$ cat config.mk
export PLATFORM = sky130hd
export DESIGN_NAME = instr_decoder
export DESIGN_NICKNAME = d
export VERILOG_FILES = /design/src/logic/rv_isa_pkg.sv /design/src/logic/core_ctrl_pkg.sv /design/src/logic/instr_decoder.sv
export SDC_FILE = /design/constraint.sdc
export NUM_CORES = 1
export LEC_CHECK = 0
export ABC_AREA = 1
export BUFFER_PORTS_ARGS = -buffer_cell sky130_fd_sc_hd__buf_2
export CORE_MARGIN = 4
export CORE_UTILIZATION = 39
export DETAILED_ROUTE_END_ITERATION = 7
export PLACE_DENSITY = 0.95
export RECOVER_POWER = 100
export SLEW_MARGIN = 20
export SYNTH_ARGS = -nofsm -noshare
export SYNTH_HDL_FRONTEND = slang
export SYNTH_SLANG_ARGS = --single-unit
$ cat constraint.sdc
create_clock -name vclk -period 3.2
set_clock_uncertainty 0.2 [all_clocks]
set_input_delay 0.64 -clock vclk [all_inputs]
set_output_delay 0.64 -clock vclk [all_outputs]
set_load 0.02 [all_outputs]
$ cat src/logic/rv_isa_pkg.sv
package rv_isa_pkg;

    typedef logic [63:0] xlen_t;       // architectural data word
    typedef logic [4:0]  reg_addr_t;   // register index
    typedef logic [31:0] instr_t;      // raw instruction word
    typedef logic [31:0] word_t;       // low half for W results
    typedef logic [7:0]  byte_mask_t;  // one bit per dmem byte lane

    // base R-type layout, other formats reuse the same bit positions
    typedef struct packed {
        logic [6:0] funct7;
        reg_addr_t  rs2;
        reg_addr_t  rs1;
        logic [2:0] funct3;
        reg_addr_t  rd;
        logic [6:0] opcode;
    } instr_fields_t;

    localparam logic [6:0] op_lui       = 7'b0110111;
    localparam logic [6:0] op_op_imm    = 7'b0010011;
    localparam logic [6:0] op_op        = 7'b0110011;
    localparam logic [6:0] op_op_imm_32 = 7'b0011011;
    localparam logic [6:0] op_op_32     = 7'b0111011;
    localparam logic [6:0] op_load      = 7'b0000011;
    localparam logic [6:0] op_store     = 7'b0100011;
    localparam logic [6:0] op_branch    = 7'b1100011;
    localparam logic [6:0] op_jal       = 7'b1101111;
    localparam logic [6:0] op_jalr      = 7'b1100111;

    localparam logic [2:0] f3_add    = 3'b000;  // add, sub, addi, addw, addiw
    localparam logic [2:0] f3_jalr   = 3'b000;
    localparam logic [2:0] f3_byte   = 3'b000;  // lb / sb
    localparam logic [2:0] f3_word   = 3'b010;  // lw / sw
    localparam logic [2:0] f3_double = 3'b011;  // ld / sd
    localparam logic [2:0] f3_beq    = 3'b000;
    localparam logic [2:0] f3_bne    = 3'b001;

    localparam logic [6:0] f7_base = 7'b0000000;
    localparam logic [6:0] f7_sub  = 7'b0100000;

endpackage

$ cat src/logic/core_ctrl_pkg.sv
package core_ctrl_pkg;

    typedef enum logic [1:0] {
        alu_add,
        alu_sub,
        alu_pass_b   // lui
    } alu_op_e;

    typedef enum logic [1:0] {
        wb_alu,
        wb_load,
        wb_pc_plus4  // link value for jal/jalr
    } wb_sel_e;

    typedef enum logic [1:0] {
        size_b,
        size_w,
        size_d
    } mem_size_e;

    typedef struct packed {
        rv_isa_pkg::reg_addr_t rd;
        rv_isa_pkg::reg_addr_t rs1;
        rv_isa_pkg::reg_addr_t rs2;
        rv_isa_pkg::xlen_t     imm;        // already sign-extended
        alu_op_e               alu_op;
        logic                  use_imm;    // alu b from imm instead of rs2
        logic                  word_op;    // sign-extend bits 31:0
        logic                  reg_wen;
        wb_sel_e               wb_sel;
        logic                  mem_read;
        logic                  mem_write;
        mem_size_e             mem_size;
        logic                  is_branch;
        logic                  branch_ne;  // bne, taken when not equal
        logic                  is_jal;
        logic                  is_jalr;
    } ctrl_t;

    typedef struct packed {
        rv_isa_pkg::xlen_t      addr;   // 8-byte aligned
        rv_isa_pkg::xlen_t      wdata;  // shifted into the addressed lane
        rv_isa_pkg::byte_mask_t wmask;
        logic                   wen;
        logic                   ren;
    } dmem_req_t;

endpackage

$ cat src/logic/instr_decoder.sv
`timescale 1ns/1ns

module instr_decoder (
    input  rv_isa_pkg::instr_t    instr,
    output core_ctrl_pkg::ctrl_t  ctrl
);

    rv_isa_pkg::instr_fields_t f;
    rv_isa_pkg::xlen_t imm_i;
    rv_isa_pkg::xlen_t imm_s;
    rv_isa_pkg::xlen_t imm_b;
    rv_isa_pkg::xlen_t imm_u;
    rv_isa_pkg::xlen_t imm_j;

    assign f = rv_isa_pkg::instr_fields_t'(instr);

    assign imm_i = {{52{instr[31]}}, instr[31:20]};
    assign imm_s = {{52{instr[31]}}, instr[31:25], instr[11:7]};
    assign imm_b = {{51{instr[31]}}, instr[31], instr[7], instr[30:25], instr[11:8], 1'b0};
    assign imm_u = {{32{instr[31]}}, instr[31:12], 12'b0};
    assign imm_j = {{43{instr[31]}}, instr[31], instr[19:12], instr[20], instr[30:21], 1'b0};

    always_comb begin
        ctrl          = '0;  // anything not matched below is a no-op
        ctrl.rd       = f.rd;
        ctrl.rs1      = f.rs1;
        ctrl.rs2      = f.rs2;
        ctrl.alu_op   = core_ctrl_pkg::alu_add;
        ctrl.wb_sel   = core_ctrl_pkg::wb_alu;
        ctrl.mem_size = core_ctrl_pkg::size_d;

        case (f.opcode)
            rv_isa_pkg::op_lui: begin
                ctrl.imm     = imm_u;
                ctrl.alu_op  = core_ctrl_pkg::alu_pass_b;
                ctrl.use_imm = 1'b1;
                ctrl.reg_wen = 1'b1;
            end
            rv_isa_pkg::op_op_imm, rv_isa_pkg::op_op_imm_32: begin
                if (f.funct3 == rv_isa_pkg::f3_add) begin  // addi / addiw
                    ctrl.imm     = imm_i;
                    ctrl.use_imm = 1'b1;
                    ctrl.word_op = (f.opcode == rv_isa_pkg::op_op_imm_32);
                    ctrl.reg_wen = 1'b1;
                end
            end
            rv_isa_pkg::op_op: begin
                if (f.funct3 == rv_isa_pkg::f3_add) begin
                    if (f.funct7 == rv_isa_pkg::f7_base) begin
                        ctrl.reg_wen = 1'b1;
                    end else if (f.funct7 == rv_isa_pkg::f7_sub) begin
                        ctrl.alu_op  = core_ctrl_pkg::alu_sub;
                        ctrl.reg_wen = 1'b1;
                    end
                end
            end
            rv_isa_pkg::op_op_32: begin
                if (f.funct3 == rv_isa_pkg::f3_add && f.funct7 == rv_isa_pkg::f7_base) begin
                    ctrl.word_op = 1'b1;  // addw only
                    ctrl.reg_wen = 1'b1;
                end
            end
            rv_isa_pkg::op_load: begin
                if (f.funct3 == rv_isa_pkg::f3_word || f.funct3 == rv_isa_pkg::f3_double) begin
                    ctrl.imm      = imm_i;
                    ctrl.use_imm  = 1'b1;
                    ctrl.mem_read = 1'b1;
                    ctrl.reg_wen  = 1'b1;
                    ctrl.wb_sel   = core_ctrl_pkg::wb_load;
                    ctrl.mem_size = (f.funct3 == rv_isa_pkg::f3_word) ?
                                    core_ctrl_pkg::size_w : core_ctrl_pkg::size_d;
                end
            end
            rv_isa_pkg::op_store: begin
                ctrl.imm     = imm_s;
                ctrl.use_imm = 1'b1;
                case (f.funct3)
                    rv_isa_pkg::f3_byte: begin
                        ctrl.mem_write = 1'b1;
                        ctrl.mem_size  = core_ctrl_pkg::size_b;
                    end
                    rv_isa_pkg::f3_word: begin
                        ctrl.mem_write = 1'b1;
                        ctrl.mem_size  = core_ctrl_pkg::size_w;
                    end
                    rv_isa_pkg::f3_double: begin
                        ctrl.mem_write = 1'b1;
                    end
                    default: ;  // sh and others dropped
                endcase
            end
            rv_isa_pkg::op_branch: begin
                if (f.funct3 == rv_isa_pkg::f3_beq || f.funct3 == rv_isa_pkg::f3_bne) begin
                    ctrl.imm       = imm_b;
                    ctrl.is_branch = 1'b1;
                    ctrl.branch_ne = (f.funct3 == rv_isa_pkg::f3_bne);
                end
            end
            rv_isa_pkg::op_jal: begin
                ctrl.imm     = imm_j;
                ctrl.is_jal  = 1'b1;
                ctrl.reg_wen = 1'b1;
                ctrl.wb_sel  = core_ctrl_pkg::wb_pc_plus4;
            end
            rv_isa_pkg::op_jalr: begin
                if (f.funct3 == rv_isa_pkg::f3_jalr) begin
                    ctrl.imm     = imm_i;
                    ctrl.use_imm = 1'b1;
                    ctrl.is_jalr = 1'b1;
                    ctrl.reg_wen = 1'b1;
                    ctrl.wb_sel  = core_ctrl_pkg::wb_pc_plus4;
                end
            end
            default: ;
        endcase
    end

endmodule

==> results of run 1 <==
-- where the power goes --
part | total, mW | internal [mW] | switching (mW) | leakage [nW]
Clock | 0 | 0 | 0 | 0
Sequential | 0 | 0 | 0 | 0
Combinational | 0.113 | 0.0334 | 0.0798 | 0.936
-- through the flow --
stage | cell area (sq um) | util | total power, mW | std cells | setup WS (ps)
after floorplan | 1295 | - | 0.08546 | 244 | 350.4
after global placement | 1642 | 0.5290 | 0.1174 | 369 | 277.3
after detailed placement | 1642 | 0.5290 | 0.1195 | 369 | 156.5
after CTS | 1642 | 0.5290 | 0.1198 | 369 | 154.5
after global routing | 1524 | 0.4911 | 0.1234 | 369 | 56.06
final | 1524 | 0.4911 | 0.1132 | 369 | 186.9
-- cell families after synthesis --
kind of cell	share of synthesized area
compound gates	0.04348
buf+inv	0.4087
simple gates	0.5478
-- cell usage in the layout, fill, tap and decap left out, drive strengths merged --
| cell type | Yosys | routed |
|---|---|---|
| nand3b | 1 | 1 |
| a21oi | 3 | 3 |
| nand3 | 17 | 17 |
| nor2 | 31 | 31 |
| inv | 42 | 42 |
| o211ai | 1 | 1 |
| buf | 49 | 47 |
| nand2 | 79 | 79 |
| o21ai | 4 | 4 |
| nand4 | 11 | 11 |
| clkbuf | 0 | 83 |
| nor4 | 1 | 1 |
| nor3 | 5 | 5 |
-- layer usage --
| layer | wire [um] | up-vias |
|---|---|---|
| li1 | - | 864 |
| met1 | 1642 | 739 |
| met2 | 2132 | 94 |
| met3 | 514 | 0 |
| met4 | 0 | 0 |
| met5 | 0 | - |
-- repair_timing --
item | CTS | global route
endpoints found under the setup margin | 0 | 33
hold buffers | 0 | 0
gates resized for setup | 0 | 1
-- final timing paths --
| check | start | end | slack, ps |
|---|---|---|---|
| hold / removal | instr[16] | ctrl[85] | 1340 |
| setup / recovery | instr[4] | ctrl[67] | 190 |
-- layout make-up --
class | instances | share of cell area
repair buffers | 130 | 0.3678
inverters | 42 | 0.1051
well taps | 44 | 0.03612
multi-input cells | 153 | 0.4910
==> impl_metrics.py, run 1 <==
metrics = {
    "critical_path": {
        "required_ps": 2360,
        "start_kind": "input pin",
        "critPathKind": "in2out",
        "cp.arrival_ps": 2170,
        "crit_family": "simple AND/OR/NAND/NOR gates",
        "worst-path-stages": 9,
        "critPathMaxStageDelay_ps": 270,
        "path_cells": "buf_2 > inv_1 > nand2_1 > nor2_1 > nand3_1 > a21oi_1 > inv_1 > nand2_4 > clkbuf_1",
        "path_max_fanout": 33,
        "slowest_stage": "clkbuf_1",
        "endpoint_kind": "primary output",
        "cp_num_buf_inv": 4,
        "path_common_cell": "inv_1",
    },
    "die": {
        "start_util": 0.4173,
        "ioPinCount": 126,
        "core_area_sq_um": 3103,
        "dieWidth_um": 65.63,
        "die_h_um": 65.63,
        "rows": 20,
        "die_area_sq_um": 4307,
    },
    "logic_synthesis": {
        "synth.most_common_cell": "nand2_1",
        "yosys.cell_types.count": 21,
        "ys_warn_count": 0,
        "synthesis.nets": 276,
        "syn_area_per_cell_sq_um": 5.307,
        "synth_top_area_share": 0.2725,
        "yosysTopAreaCell": "buf_4",
        "synth_cells": 244,
        "yosys-top-cells-count": "nand2_1, buf_4, inv_1",
        "ys_top_cells_by_area": "buf_4, nand2_1, inv_1, nand2_2, nor2_1",
        "synthesis.area_sq_um": 1295,
        "ys_seq_area_frac": 0,
    },
    "global_route": {
        "use_met3": 0.01368,
        "grt_max_degree": 34,
        "gr-max-usage-layer": "met2",
        "grt_pass1_vias": 1388,
        "antenna_found_initial": 0,
        "grt_util_met1": 0.2083,
        "use_met2": 0.3617,
        "globalRouteOverflowTotal": 0,
        "grtUsageTotal": 0.1776,
        "grt_pass1_wl_um": 6320,
    },
    "drt": {
        "finalWirelength_um": 4289,
        "vias_per_cell": 4.599,
        "vias": 1697,
        "drc_errors": 0,
        "drtPass1Iterations": 4,
        "drt_iter0_markers": 63,
        "post_drt_wl_per_cell_um": 11.62,
        "drtAntennaViolNets": 0,
    },
    "layout": {
        "drive_above_1_share": 0.2400,
        "antennaDiodeCount": 0,
        "multi_input_area_sq_um": 748.2,
        "clock_buffer_count": 0,
        "area_growth_pct": 17.68,
        "nNetsFinal": 359,
        "seq_area_sq_um": 0,
        "num-fill-cells": 410,
        "design.seq.count": 0,
    },
    "timing": {
        "slew_headroom": 0.7314,
        "holdWs_ps": 1340,
        "rsz0062_at_grt": "false",
        "tightest_slew_ps": 401.4,
        "max_freq_mhz": 331.9,
        "setup_viol": 0,
        "min_period_ps": 3013,
        "finalCritPeriodShare": 0.9416,
        "tns_ps": 0,
        "hold_violations": 0,
        "slew_viol_final": 0,
    },
    "job": {
        "max-cap-violations": 0,
    },
    "clock_tree": {
        "post_cts_buffers": 0,
    },
    "status": {
        "run_status": "completed",
    },
    "worst_hold_path": {
        "hold_class": "in2out",
        "hold_depth": 2,
    },
    "pwr": {
        "vdd_ir_drop_max_mv": 0.03988,
        "leakage_nw": 0.9356,
        "power_density_nw_per_um2": 74.26,
    },
    "placed_design": {
        "io_buffers": 126,
        "gp_congestion": 0.9078,
        "place_hpwl_um": 3709,
    },
}
No activity file was read; power rests on OpenSTA's default activity.
==> run 2: changes to the inputs <==
==> constraint.sdc (replaced) <==
create_clock -name vclk -period 3.2
set_clock_uncertainty 0.2 [all_clocks]
set_input_delay 0.32 -clock vclk [all_inputs]
set_output_delay 0.32 -clock vclk [all_outputs]
set_load 0.02 [all_outputs]
==> run 2 against run 1 <==
  * Global-route usage is 0.083 points higher
  * Utilization shrank 1.5 points
  * Combinational power about the same
  * Setup slack improved by 380 ps
  * Routed wire length shrank 3.6%
  * Largest power group unchanged
  * Maximum frequency up 14%
  * Via count shrank 2.1%
  * Sequential share of layout area unchanged
  * Count of clock-buffer cells in the layout unchanged
  * Final cell count shrank 1.1%
  * Power down 1.8%
==> impl_metrics.py, run 2 (synthesized netlist as in run 1, its figures left out) <==
metrics = {
    "status": {
        "run_status": "completed",
    },
    "drt": {
        "drt_iter0_markers": 61,
        "vias_per_cell": 4.551,
        "drtPass1Iterations": 5,
        "top_layer": "met4",
        "post_drt_wl_per_cell_um": 11.33,
        "drtAntennaViolNets": 0,
        "finalWirelength_um": 4135,
        "drc_errors": 0,
        "vias": 1661,
        "dr_wl_met3_um": 494,
        "drt-met1-wl_um": 1618,
        "wl_met2_um": 1991,
    },
    "placed_design": {
        "place_hpwl_um": 3673,
        "dp_cells": 365,
        "gp_congestion": 0.8380,
        "place_ws_ps": 767.1,
        "io_buffers": 126,
    },
    "critical_path": {
        "path_cells": "buf_2 > inv_1 > nand2_2 > nor2_4 > o211ai_1 > nand3_2 > nand2_2 > nand2_2 > clkbuf_1",
        "path_max_fanout": 33,
        "critPathMaxStageDelay_ps": 420,
        "crit_family": "simple AND/OR/NAND/NOR gates",
        "cp.arrival_ps": 2110,
        "path_common_cell": "nand2_2",
        "endpoint_kind": "primary output",
        "cp_num_buf_inv": 3,
        "slowest_stage": "nand2_2",
        "critPathKind": "in2out",
        "start_kind": "input pin",
        "required_ps": 2680,
    },
    "layout": {
        "design.seq.count": 0,
        "nNetsFinal": 355,
        "area_growth_pct": 14.20,
        "layout_commonest_cell": "clkbuf_1",
        "num-fill-cells": 420,
        "drive_above_1_share": 0.2118,
        "fin_util": 0.4766,
        "clock_buffer_count": 0,
        "seq_area_sq_um": 0,
        "final_cell_count_no_fill": 365,
        "antennaDiodeCount": 0,
        "final_cell_mix": "clkbuf_1, nand2_1, buf_2, inv_1, nor2_1",
    },
    "pwr": {
        "leakage_nw": 0.9014,
        "p_total_uw": 111.2,
        "power_density_nw_per_um2": 75.18,
        "vdd_ir_drop_max_mv": 0.04131,
    },
    "die": {
        "die_area_sq_um": 4307,
        "die_h_um": 65.63,
        "dieWidth_um": 65.63,
        "start_util": 0.4173,
        "rows": 20,
        "ioPinCount": 126,
        "core_area_sq_um": 3103,
    },
    "worst_hold_path": {
        "hold_class": "in2out",
    },
    "timing": {
        "rsz0062_at_grt": "false",
        "fin_ws_ps": 567.4,
        "tns_ps": 0,
        "min_period_ps": 2633,
        "finalCritPeriodShare": 0.8227,
        "tightest_slew_ps": 509.7,
        "slew_headroom": 0.6587,
        "max_freq_mhz": 379.9,
        "setup_viol": 0,
        "hold_violations": 0,
        "slew_viol_final": 0,
    },
    "global_route": {
        "grt_pass1_vias": 1458,
        "grt_pass1_wl_um": 6341,
        "grtUsageTotal": 0.1785,
        "grt_max_degree": 34,
        "globalRouteOverflowTotal": 0,
        "antenna_found_initial": 0,
    },
    "job": {
        "max-cap-violations": 0,
    },
    "clock_tree": {
        "cts.repair.resized": 0,
        "ctsHoldBuffers": 0,
        "post_cts_buffers": 0,
    },
}
[run 2: area by class of cell]
class / count / area [sq um] / area share
timing repair buffer: 126 / 524.3 / 0.3545
tap: 44 / 55.05 / 0.03723
multi-input combinational: 153 / 739.5 / 0.5000
inverter: 42 / 160.2 / 0.1083
[run 2: path summary, 6_finish.rpt]
kind / startpoint / endpoint / slack (ps) / cells after the start
hold / removal: instr[18] / ctrl[87] / 700 / 2
setup / recovery: instr[3] / ctrl[67] / 570 / 9
[run 2: stage by stage]
| stage | instance area (sq um) | hold slack [ps] |
|---|---|---|
| 3_5_place_dp | 1612 | 673.3 |
| 3_3_place_gp | 1612 | 672.0 |
| 2_1_floorplan | 1295 | 533.4 |
| 5_1_grt | 1479 | 706.8 |
| 6_report | 1479 | 699.6 |
| 4_1_cts | 1612 | 673.5 |
[run 2: routing by layer]
metal / vias up / track usage
li1: 855 / -
met1: 710 / 0.2159
met2: 92 / 0.3392
met3: 4 / 0.02564
met4: 0 / 0.01554
met5: - / 0
[run 2: where the power goes]
| part | switching (mW) | leakage, nW | internal [mW] |
|---|---|---|---|
| clock | 0 | 0 | 0 |
| sequential | 0 | 0 | 0 |
| combinational | 0.0786 | 0.901 | 0.0326 |
==> run 3: changes to the inputs <==
CORE_UTILIZATION = 35   (was 39)
PLACE_DENSITY = 0.91   (was 0.95)
clock period = 2.1 ns   (was 3.2 ns; I/O delays follow)
==> run 3 against run 2 <==
  * Utilization fell by 0.84 points
  * First-iteration DRC count decreased by 4.9%
  * Global-route usage down 2.0 points
  * Design area grew 9.0%
  * Die area increased by 10%
  * Non-clock buffer count grew 5
  * Power rose by 60%
  * Sequential share of layout area unchanged
  * Highest routed layer unchanged
==> impl_metrics.py, run 3 (synthesized netlist as in run 1, its figures left out) <==
metrics = {
    "pwr": {
        "p_total_uw": 178.3,
        "leakage_nw": 1.129,
        "vdd_ir_drop_max_mv": 0.05317,
        "power_density_nw_per_um2": 110.7,
    },
    "drt": {
        "drtPass1Iterations": 4,
        "dr_wl_met3_um": 543,
        "drc_errors": 0,
        "drtAntennaViolNets": 0,
        "drt_iter0_markers": 58,
        "vias_per_cell": 4.594,
        "finalWirelength_um": 4168,
        "drt-met1-wl_um": 1558,
        "vias": 1709,
        "wl_met2_um": 1995,
        "post_drt_wl_per_cell_um": 11.20,
        "top_layer": "met4",
    },
    "layout": {
        "design.seq.count": 0,
        "nNetsFinal": 360,
        "drive_above_1_share": 0.4018,
        "fin_util": 0.4682,
        "final_cell_mix": "buf_2, nand2_1, inv_1, clkbuf_2, clkbuf_1",
        "clock_buffer_count": 0,
        "area_growth_pct": 24.44,
        "layout_commonest_cell": "buf_2",
        "antennaDiodeCount": 0,
        "final_cell_count_no_fill": 372,
        "post-route-cell-area_sq_um": 1612,
        "seq_area_sq_um": 0,
    },
    "status": {
        "run_status": "completed",
    },
    "global_route": {
        "grt_pass1_vias": 1398,
        "antenna_found_initial": 0,
        "grtUsageTotal": 0.1580,
        "globalRouteOverflowTotal": 0,
        "grt_max_degree": 34,
        "grt_pass1_wl_um": 5996,
    },
    "placed_design": {
        "place_hpwl_um": 3674,
        "place_ws_ps": 59.84,
        "dp_cells": 372,
        "io_buffers": 126,
        "gp_congestion": 0.9490,
        "placed_area_sq_um": 1652,
    },
    "critical_path": {
        "endpoint_kind": "primary output",
        "path_cells": "buf_2 > inv_1 > nand3_1 > inv_1 > nand3_1 > nand3_2 > nor2_4 > nor2_1 > clkbuf_1",
        "crit_family": "simple AND/OR/NAND/NOR gates",
        "critPathKind": "in2out",
        "path_max_fanout": 6,
        "required_ps": 1690,
        "slowest_stage": "clkbuf_1",
        "start_kind": "input pin",
        "critPathMaxStageDelay_ps": 250,
        "cp.arrival_ps": 1550,
        "cp_num_buf_inv": 4,
    },
    "timing": {
        "setup_viol": 0,
        "min_period_ps": 1964,
        "max_freq_mhz": 509.2,
        "finalCritPeriodShare": 0.9351,
        "hold_violations": 0,
        "fin_ws_ps": 136.2,
        "holdWs_ps": 479.3,
        "rsz0062_at_grt": "false",
        "slew_viol_final": 0,
        "tightest_slew_ps": 350.5,
        "slew_headroom": 0.7642,
        "tns_ps": 0,
    },
    "die": {
        "core_area_sq_um": 3442,
        "rows": 21,
        "die_area_sq_um": 4737,
        "die_h_um": 68.83,
        "ioPinCount": 126,
        "dieWidth_um": 68.83,
        "start_util": 0.3762,
    },
    "job": {
        "max-cap-violations": 0,
    },
    "worst_hold_path": {
        "hold_class": "in2out",
    },
    "clock_tree": {
        "post_cts_buffers": 0,
    },
}
## run 3: cell count changes in the layout (fill, tap and decap cells not counted), sizes merged
cell    change
buf        +24
clkbuf     -19
## run 3: worst paths after layout
path	slack [ps]	startpoint	to	cells past startpoint
worst max-delay path	140	instr[13]	ctrl[20]	9
worst min-delay path	480	instr[15]	ctrl[84]	2
## run 3: final cells by class
| cell class | instances | area [sq um] |
|---|---|---|
| inverters | 42 | 160.2 |
| repair buffers | 131 | 628.1 |
| well taps | 46 | 57.56 |
| multi-input cells | 153 | 765.7 |
| fillers | 394 | 1831 |
## run 3: layer usage
layer	global-route usage	up-vias
met1	0.1817	726
met2	0.3087	110
met3	0.01459	8
met5	0	-
met4	0.03650	0
li1	-	865
## run 3: where the power goes
part / switching, mW / internal (mW) / total [mW]
Combinational: 0.122 / 0.0559 / 0.178
Clock: 0 / 0 / 0
Sequential: 0 / 0 / 0
Total: 0.122 / 0.0559 / 0.178
## run 3: timing repair
action / in CTS / in global routing
gates resized for setup: 0 / 1
endpoints found under the setup margin: 0 / 33
hold buffers: 0 / 0
